## src/icache_pkg.sv

```systemverilog
package icache_pkg;

  // cache geometry
  localparam int offset_w   = 4;                 // log2 bytes per line
  localparam int index_w    = 4;                 // log2 sets
  localparam int tag_w      = 32 - index_w - offset_w;
  localparam int set_n      = 1 << index_w;
  localparam int line_words = (1 << offset_w) / 4;
  localparam int word_w     = offset_w - 2;

  // apb register offsets
  localparam logic [31:0] csr_ctrl       = 32'h0000_0000;
  localparam logic [31:0] csr_miss_count = 32'h0000_0004;
  localparam logic [31:0] csr_busy_count = 32'h0000_0008;

  // axi encodings
  localparam logic [1:0] axi_burst_wrap = 2'b10;
  localparam logic [2:0] axi_size_word  = 3'b010;

  // fetch address, flat or split into cache fields
  typedef union packed {
    logic [31:0] raw;
    struct packed {
      logic [tag_w-1:0]   tag;
      logic [index_w-1:0] index;
      logic [word_w-1:0]  word;
      logic [1:0]         byte_off;
    } fields;
  } icache_addr_t;

endpackage

```

## src/icache_array.sv

```systemverilog
module icache_array
  import icache_pkg::*;
(
  input  logic              clock,
  input  logic              reset,

  input  icache_addr_t      addr,
  input  logic              invalidate,

  input  logic              fill_we,
  input  logic              fill_last,
  input  logic [word_w-1:0] fill_word,
  input  logic [31:0]       fill_data,

  output logic              hit,
  output logic [31:0]       inst
);

  // one bit per set
  logic [set_n-1:0] line_valid;
  logic [tag_w-1:0] line_tag  [set_n];
  logic [31:0]      line_data [set_n][line_words];

  logic [index_w-1:0] index;
  logic [tag_w-1:0]   tag;
  logic [word_w-1:0]  word;
  logic               fill_done;

  assign index = addr.fields.index;
  assign tag   = addr.fields.tag;
  assign word  = addr.fields.word;

  // last beat of a refill lands this cycle
  assign fill_done = fill_we & fill_last;

  // zero-latency lookup
  assign hit  = line_valid[index] & (line_tag[index] == tag);
  assign inst = line_data[index][word];

  // a fill completing under a fence survives: the set below overrides the clear
  always_ff @(posedge clock) begin
    if (reset) begin
      line_valid <= '0;
    end else begin
      if (invalidate) begin
        line_valid <= '0;
      end
      if (fill_done) begin
        line_valid[index] <= 1'b1;
      end
    end
  end

  // fetch addr is held during the refill, so it names the line being filled
  always_ff @(posedge clock) begin
    if (fill_we) begin
      line_data[index][fill_word] <= fill_data;
    end
    if (fill_done) begin
      line_tag[index] <= tag;
    end
  end

endmodule

```

## src/icache_refill.sv

```systemverilog
module icache_refill
  import icache_pkg::*;
(
  input  logic              clock,
  input  logic              reset,

  input  icache_addr_t      addr,
  input  logic              hit,

  // axi read address
  output logic              arvalid,
  input  logic              arready,
  output logic [31:0]       araddr,
  output logic [7:0]        arlen,
  output logic [2:0]        arsize,
  output logic [1:0]        arburst,

  // axi read data
  input  logic              rvalid,
  output logic              rready,
  input  logic [63:0]       rdata,
  input  logic              rlast,

  // array write port
  output logic              fill_we,
  output logic              fill_last,
  output logic [word_w-1:0] fill_word,
  output logic [31:0]       fill_data,

  output logic              refill_start,
  output logic              busy
);

  // one-hot: bit 0 idle, bit 1 request, bit 2 response
  logic [2:0] state;
  logic [2:0] state_next;
  logic       st_idle;
  logic       st_req;
  logic       st_resp;

  logic              ar_fire;
  logic              r_fire;
  logic [word_w-1:0] word_cnt;

  assign st_idle = state[0];
  assign st_req  = state[1];
  assign st_resp = state[2];

  assign ar_fire = arvalid & arready;
  assign r_fire  = rvalid & rready;

  always_ff @(posedge clock) begin
    if (reset) begin
      state <= 3'b001;
    end else begin
      state <= state_next;
    end
  end

  always_comb begin
    state_next = state;
    if (st_idle) begin
      if (!hit) begin
        state_next = 3'b010;
      end
    end else if (st_req) begin
      if (arready) begin
        state_next = 3'b100;
      end
    end else if (st_resp) begin
      if (rvalid && rlast) begin
        state_next = 3'b001;
      end
    end else begin
      state_next = 3'b001; // not one-hot, recover to idle
    end
  end

  // critical word first, memory wraps inside the line
  assign arvalid = st_req;
  assign araddr  = {addr.fields.tag, addr.fields.index, addr.fields.word, 2'b00};
  assign arlen   = 8'(line_words - 1);
  assign arsize  = axi_size_word;
  assign arburst = axi_burst_wrap;
  assign rready  = st_resp;

  // word position of the next beat, wraps at the line end
  always_ff @(posedge clock) begin
    if (ar_fire) begin
      word_cnt <= addr.fields.word;
    end else if (r_fire) begin
      word_cnt <= word_cnt + 1'b1;
    end
  end

  assign fill_we   = r_fire;
  assign fill_last = r_fire & rlast;
  assign fill_word = word_cnt;
  assign fill_data = word_cnt[0] ? rdata[63:32] : rdata[31:0]; // lane by addr bit 2

  assign refill_start = ar_fire;
  assign busy         = ~st_idle;

endmodule

```

## src/icache_csr.sv

```systemverilog
module icache_csr
  import icache_pkg::*;
(
  input  logic        clock,
  input  logic        reset,

  // apb slave
  input  logic        psel,
  input  logic        penable,
  input  logic        pwrite,
  input  logic [31:0] paddr,
  input  logic [31:0] pwdata,
  output logic [31:0] prdata,

  // events from the refill unit
  input  logic        refill_start,
  input  logic        busy,

  output logic        flush_req
);

  logic setup_rd;
  logic access_wr;

  logic sel_ctrl;
  logic sel_miss;
  logic sel_busy;

  logic [31:0] miss_count;
  logic [31:0] busy_count;
  logic [31:0] rd_mux;

  assign sel_ctrl = (paddr == csr_ctrl);
  assign sel_miss = (paddr == csr_miss_count);
  assign sel_busy = (paddr == csr_busy_count);

  // read data is sampled in setup so it is ready in the access cycle
  assign setup_rd  = psel & ~penable & ~pwrite;
  assign access_wr = psel & penable & pwrite;

  // one-cycle pulse, array invalidates at the end of the access
  assign flush_req = access_wr & sel_ctrl & pwdata[0];

  // refills, clear wins over a same-cycle event
  always_ff @(posedge clock) begin
    if (reset) begin
      miss_count <= '0;
    end else if (access_wr && sel_miss) begin
      miss_count <= '0;
    end else if (refill_start) begin
      miss_count <= miss_count + 1'b1;
    end
  end

  // cycles spent refilling
  always_ff @(posedge clock) begin
    if (reset) begin
      busy_count <= '0;
    end else if (access_wr && sel_busy) begin
      busy_count <= '0;
    end else if (busy) begin
      busy_count <= busy_count + 1'b1;
    end
  end

  // ctrl and unmapped offsets read as zero
  always_comb begin
    rd_mux = '0;
    if (sel_miss) begin
      rd_mux = miss_count;
    end else if (sel_busy) begin
      rd_mux = busy_count;
    end
  end

  always_ff @(posedge clock) begin
    if (reset) begin
      prdata <= '0;
    end else if (setup_rd) begin
      prdata <= rd_mux;
    end
  end

endmodule

```

## src/icache_top.sv

```systemverilog
module icache_top
  import icache_pkg::*;
(
  input  logic         clock,
  input  logic         reset,

  // fetch side
  input  logic         fencei,
  input  icache_addr_t addr,
  output logic         hit,
  output logic [31:0]  inst,

  // axi read
  output logic         arvalid,
  input  logic         arready,
  output logic [31:0]  araddr,
  output logic [7:0]   arlen,
  output logic [2:0]   arsize,
  output logic [1:0]   arburst,
  input  logic         rvalid,
  output logic         rready,
  input  logic [63:0]  rdata,
  input  logic         rlast,

  // apb
  input  logic         psel,
  input  logic         penable,
  input  logic         pwrite,
  input  logic [31:0]  paddr,
  input  logic [31:0]  pwdata,
  output logic [31:0]  prdata
);

  logic              fill_we;
  logic              fill_last;
  logic [word_w-1:0] fill_word;
  logic [31:0]       fill_data;
  logic              refill_start;
  logic              busy;
  logic              flush_req;

  icache_array u_array (
    .clock      (clock),
    .reset      (reset),
    .addr       (addr),
    .invalidate (fencei | flush_req), // either flush source clears all lines
    .fill_we    (fill_we),
    .fill_last  (fill_last),
    .fill_word  (fill_word),
    .fill_data  (fill_data),
    .hit        (hit),
    .inst       (inst)
  );

  icache_refill u_refill (
    .clock        (clock),
    .reset        (reset),
    .addr         (addr),
    .hit          (hit),
    .arvalid      (arvalid),
    .arready      (arready),
    .araddr       (araddr),
    .arlen        (arlen),
    .arsize       (arsize),
    .arburst      (arburst),
    .rvalid       (rvalid),
    .rready       (rready),
    .rdata        (rdata),
    .rlast        (rlast),
    .fill_we      (fill_we),
    .fill_last    (fill_last),
    .fill_word    (fill_word),
    .fill_data    (fill_data),
    .refill_start (refill_start),
    .busy         (busy)
  );

  icache_csr u_csr (
    .clock        (clock),
    .reset        (reset),
    .psel         (psel),
    .penable      (penable),
    .pwrite       (pwrite),
    .paddr        (paddr),
    .pwdata       (pwdata),
    .prdata       (prdata),
    .refill_start (refill_start),
    .busy         (busy),
    .flush_req    (flush_req)
  );

endmodule

```

## config.mk

```make
export PLATFORM = sky130hd
export DESIGN_NAME = icache_top
export DESIGN_NICKNAME = d
export VERILOG_FILES = /design/src/icache_pkg.sv /design/src/icache_array.sv /design/src/icache_refill.sv /design/src/icache_csr.sv /design/src/icache_top.sv
export SDC_FILE = /design/constraint.sdc
export NUM_CORES = 2
export LEC_CHECK = 0
export BUFFER_PORTS_ARGS = -buffer_cell sky130_fd_sc_hd__buf_2
export CORE_ASPECT_RATIO = 0.9
export CORE_UTILIZATION = 50
export CTS_CLUSTER_SIZE = 28
export DETAILED_ROUTE_END_ITERATION = 10
export PLACE_DENSITY = 0.72
export SETUP_SLACK_MARGIN = 0.2
export SYNTH_ARGS = -nofsm -noshare
export SYNTH_HDL_FRONTEND = slang
export SYNTH_SLANG_ARGS = --single-unit
```

## constraint.sdc

```tcl
create_clock -name clock -period 3.6 [get_ports clock]
set_input_delay 0.36 -clock clock [delete_from_list [all_inputs] [get_ports clock]]
set_output_delay 0.36 -clock clock [all_outputs]
set_load 0.01 [all_outputs]
```

* Word level (Yosys, flattened, before mapping)
Memories as Yosys holds them, arrays and structs flattened.
Index checks and enable logic that the tools add are counted.
** Storage, ports and cells
- Output and inout port bits :: 112
- Flip-flop bits (word level) :: 117
- RAM bits :: 2432
- Input bits :: 169
- Memories kept :: 2
** Memories
- u_array.line_data :: depth 16, width 128, read ports 1, clocked after memory_dff 0, wr ports 1, line icache_array.sv:22 : logic [31:0] line_data [set_n][line_words];
- u_array.line_tag :: depth 16, width 24, read ports 1, clocked after memory_dff 0, wr ports 1, line icache_array.sv:21 : logic [tag_w-1:0] line_tag [set_n];
** Operators by class
- Bitwise gates (word level) :: 17
- Add/sub/neg operators :: 3
- $lt $le $gt $ge :: 5
- Equality and inequality tests :: 5
- Reduce and logical (&&, ||, !) cells :: 10
- Multiplexer cells :: 27
** Operators by type and width (count)
- two-way mux 32 bit :: 6
- two-way mux 128 bit :: 1
- adder 32 x 1 -> 32 bit, second input constant :: 2
- binary-select mux 32 bit (select 2 bit) :: 1
- demux 32 bit (select 2 bit) :: 1
- two-way mux 16 bit :: 3
- == test 32 x 3 -> 1 bit, second input constant :: 1
- == test 32 x 4 -> 1 bit, second input constant :: 1
- logical NOT 32 bit :: 1
- == test 24 bit :: 1
- two-way mux 3 bit :: 6
- bitwise OR 16 bit :: 1
- AND 1 bit :: 11
- greater-or-equal comparator 3 bit, second input constant :: 2
- inverter 2 -> 3 bit :: 2
- logical AND 1 bit :: 5
- less-than comparator 4 x 5 -> 1 bit, second input constant :: 1
- two-way mux 1 bit :: 5
- binary-select mux 1 bit (select 4 bit) :: 1
- demux 1 bit (select 4 bit) :: 1
- greater-or-equal comparator 4 x 1 -> 1 bit, second input constant :: 1
- two-way mux 2 bit :: 2
- OR reduction 2 bit :: 2
- less-than comparator 3 x 1 -> 1 bit, second input constant :: 1
- 7 further kinds :: 8

* Longest topological paths before layout
- Depth after elaboration :: 9
- Mapped depth :: 14

* Cells and area by module
A second synthesis with hierarchy kept.
** Second synthesis, totals
- Cells, all modules :: 4304
- Area, all modules :: 98882.3 µm²
** Modules (own cells, without submodules)
- icache_array :: area each 93290.7 µm², seq. area each 73350.3 µm², cells an instance 3694, times used 1
- icache_csr :: area each 4486.8 µm², seq. area each 1921.8 µm², cells an instance 501, times used 1
- icache_refill :: area each 1098.6 µm², seq. area each 120.1 µm², cells an instance 108, times used 1
- icache_top :: area each 6.3 µm², seq. area each 0.0 µm², cells an instance 1, times used 1

* Least setup slack after synthesis
OpenSTA, ideal clock, no wires.
- Kind :: input port to output port
- Start point :: input addr[4] in the netlist's numbering
- End point :: output inst[10]
- Setup slack :: 16 ps
- Arrival :: 3224 ps
- Cell stages on the path :: 9
- Cell sequence :: buf_6 -> buf_6 -> buf_6 -> buf_6 -> buf_2 -> clkbuf_1 -> mux4_2 -> mux4_2 -> mux4_2
** Between the ends
- Longest elaborated chain between the ends :: 4
** RTL lines
- start, declared :: line icache_top.sv:9 : input icache_addr_t addr,
- memory read (16 x 128 bit)
- binary-select mux 32 bit (select 2 bit) :: line icache_array.sv:38 : assign inst = line_data[index][word];
- two-way mux 32 bit (implied by the code) (2 in series) :: line icache_array.sv:38
- end, declared :: line icache_top.sv:11 : output logic [31:0] inst,
Every way passes these cells. The select of a mux whose other input is x is not followed.

* Worst setup path after layout
- Start point :: memory u_array.line_tag[15][9] in the netlist's numbering
- End point :: output hit
** Between the ends
- Longest elaborated chain between the ends :: 3
** RTL lines
- start, declared :: line icache_array.sv:21
- memory read (16 x 24 bit)
- == test 24 bit :: line icache_array.sv:37 : assign hit = line_valid[index] & (line_tag[index] == tag);
- AND 1 bit :: line icache_array.sv:37
- end, declared :: line icache_top.sv:10 : output logic hit,
Every way passes these cells.

==> metrics.csv <==
stage,metric,value,unit
finish,Post-Layout Cell Count,7680,
yosys,syn avg cell area,22.81,um^2
floorplanning,core area,196000,um^2
yosys,post-synthesis xor/xnor area fraction,0.007351,
yosys,unique cell type count in the Yosys netlist,61,
yosys,Async SR Flop Fraction,0,
setup_path,Worst R2R End,u_refill.state[2],
setup_path,R2R cell count,8,
yosys,mux contribution to synthesized area,0.1849,
floorplanning,Initial Util,0.5038,
yosys,Synth Register Bits,2549,
sta,Slew @ Worst Pin,1.149,ns
global_routing,grt ovf,0,
finish,fin nets,5073,
setup_path,FF-to-FF Start,u_array.line_tag[7][21],
sta,setup ws final,-0.4571,ns
route,WL final,246.5,mm
clock_tree,Num CTS Buffers,235,
yosys,main combinational cell family by area after synthesis,multiplexers,
place,Final GP Congestion,0.8055,
clock_tree,Worst-Skew Late Latency,0.90,ns
yosys,simple-gate area share of the yosys netlist,0.01782,
finish,layout cell share with drive strength beyond 1,0.3530,
place,half-perimeter wire length after placement,132.5,mm
clock_tree,CTS tree,done,
yosys,post-synthesis cell count,4328,
route,DR vias/cell,6.386,
power_and_ir_drop,leakage,36.41,nW
sta,Setup Skew,0.05788,ns
route,DRT iter0 DRCs,6500,
floorplanning,row count,154,
worst_hold_path,Hold Path End,u_array.line_tag[15][21],
clock_tree,clk slew on worst S/H paths,0.06,ns
sta,RSZ-0062 raised after global routing,yes,
setup_path,Setup crit end kind,output port,
power_and_ir_drop,Power Dens Cells,531.4,nW/um^2
yosys,post-synthesis sequential area ratio,0.7637,
yosys,cell area after synthesis,98720,um^2
finish,post-route core utilization,0.5857,
route,WL per Instance,32.10,um
yosys,compound-cell area share of the yosys netlist,0.01080,
route,Pre-antenna DRT Iters,9,
global_routing,initial antenna violation count,7,
setup_path,"Data required, critical path",3.24,ns
yosys,Synth Flop Type,edfxtp_1,
yosys,Post-synth EDFFs,2434,
setup_path,r2r setup slk,0.59,ns
floorplanning,chip width,470.4,um
status,failing checks,"antenna rules, setup timing",
place,post-placement cell count,7167,
yosys,Yosys warnings,0,
status,status,"complete, but fails checks",
sta,endpoints failing setup,1,
global_routing,total track usage,0.2481,
sta,Fmax achieved,246.5,MHz
sta,Setup TNS Final,-0.4571,ns
sta,Rel. slew slack,0.2340,
route,antenna-violating nets left,1,
global_routing,largest net degree at the start of global routing,91,
run,max-cap violations,0,
sta,final worst path period need,4.057,ns
clock_tree,clock sink total,2549,
worst_hold_path,HP Class,input pin to flop,
setup_path,crit path DAT,3.70,ns
worst_hold_path,hold wc startpoint,addr[29],
route,vias after detailed routing,49050,
route,residual DRC count,0,
global_routing,vias in the first global route,49070,
sta,Final Hold Vio Count,0,
clock_tree,CTS H-tree lvls,4,
sta,fin. max-slew vios,0,
finish,Area Overhead vs Synth,16.27,%
clock_tree,Root Driver,clkbuf_16,
floorplanning,die area,199200,um^2
power_and_ir_drop,VDD IR max,0.7359,mV
clock_tree,Clock Path Buffers,3,
floorplanning,io pins,281,
setup_path,crit start category,flop,
setup_path,Worst Setup Path Type,flop to output port,
global_routing,first-pass GRT wire length,351.9,mm
sta,Final Cycle Share,1.127,
place,port buffer count,232,
floorplanning,die span in y,423.5,um
yosys,post-synthesis adder-cell area fraction,0.0007605,
setup_path,Crit Path Max Fanout,2,
worst_hold_path,Hold Path Depth,2,
-- state kept, by name (all words and copies together) (netlist names) --
register and flops:
u_array.line_data 2048, u_array.line_tag 384, u_array.line_valid 16, u_csr.busy_count 32, u_csr.miss_count 32, u_csr.prdata 32
u_refill.fill_word 2, u_refill.state 3
-- worst max-delay path, stage by stage (launching register included) --
cell and delay, ns:
edfxtp_1 0.36, mux4_2 0.54, a222oi_1 0.39, a22oi_1 0.15
nor4_2 0.19, a21oi_2 0.12, or4_4 0.52, nor4_4 0.26
buf_4 0.18, buf_6 0.10
-- metal layers --
| layer | wire [um] | GRT usage | up-vias |
|---|---|---|---|
| met5 | 27 | 0 | - |
| li1 | - | - | 19470 |
| met3 | 26680 | 0.05670 | 366 |
| met2 | 118000 | 0.3899 | 2904 |
| met1 | 96070 | 0.3546 | 26300 |
| met4 | 5719 | 0.06255 | 4 |
-- cell usage after synthesis, types with 16 or more instances --
cell type / count / area, um^2
a21oi_1: 35 / 175.2
mux2_2: 34 / 382.9
mux2i_1: 53 / 530.5
a22oi_1: 39 / 292.8
buf_4: 54 / 405.4
xor2_1: 51 / 446.7
xnor2_1: 30 / 262.8
edfxtp_1: 2434 / 73090
nand3_1: 26 / 130.1
nand4_1: 23 / 143.9
clkbuf_1: 89 / 334.1
dfxtp_1: 115 / 2302
mux4_2: 770 / 17340
a211oi_1: 32 / 240.2
nand2_1: 70 / 262.8
nor2_1: 203 / 762.0
buf_2: 62 / 310.3
buf_1: 55 / 206.5
inv_1: 16 / 60.06
-- stage by stage --
stage	area, um^2	setup WS [ns]	hold slack [ns]	total power [W]
2_1_floorplan	98850	0.2002	0.4513	0.03535
3_3_place_gp	105500	-0.3175	0.4612	0.03660
3_5_place_dp	105500	-0.2974	0.4728	0.03668
4_1_cts	114700	-0.5418	0.02086	0.06121
5_1_grt	114800	-0.5972	0.04103	0.06259
6_report	114800	-0.4571	0.07454	0.06099
-- cell families (layout without fill, tap and decap cells) --
family          Yosys count  after routing
xor+xnor                 82             82
flops                  2549           2549
compound gates          153            153
other cells               2             22
simple gates            392            392
buf+inv                 287           1045
fa+ha+maj                 6              6
mux                     857            857
-- where the power goes --
group          switching [W]  total [W]  internal (W)
clock                 0.0109     0.0247        0.0137
sequential         0.0000251     0.0327        0.0327
combinational        0.00205    0.00361       0.00155
-- cells in the final DEF, fill, tap and decap left out, types with 39 or more instances in the layout --
master / instances
a22oi_1: 39
clkbuf_16: 239
mux4_2: 770
buf_2: 195
clkbuf_1: 59
buf_12: 65
xor2_1: 51
mux2i_1: 52
nor2_1: 123
nand2_1: 70
nor2_4: 80
edfxtp_1: 2434
dfxtp_1: 115
clkinv_2: 53
buf_4: 216
clkinv_1: 45
buf_6: 49
-- how the worst max path moves through the flow --
stage                            start  endpoint  cells after the start
2_1_floorplan                  addr[4]   inst[0]                      9
3_3_place_gp                   addr[5]       hit                     10
3_5_place_dp                   addr[5]       hit                     10
4_1_cts        u_array.line_tag[15][9]       hit                      9
5_1_grt        u_array.line_tag[15][9]       hit                      9
6_report       u_array.line_tag[15][9]       hit                      9
-- area by class of cell --
| type | instances | area [um^2] |
|---|---|---|
| Timing Repair Buffer | 590 | 5838 |
| Antenna cell | 7 | 17.52 |
| Multi-Input combinational cell | 1505 | 22590 |
| Clock inverter | 136 | 1433 |
| Fill cell | 13380 | 81180 |
| Tap cell | 2574 | 3221 |
| Clock buffer | 302 | 6217 |
| Sequential cell | 2549 | 75390 |
| Inverter | 17 | 71.32 |
-- what timing repair did --
item / CTS / global route
gates resized for setup: 86 / 17
setup buffers: 25 / 0
hold endpoints to repair: 327 / 0
endpoints found under the setup margin: 33 / 33
gates cloned: 19 / 2
hold buffers: 23 / 0
Note: power is estimated with default switching activity, not from simulation.
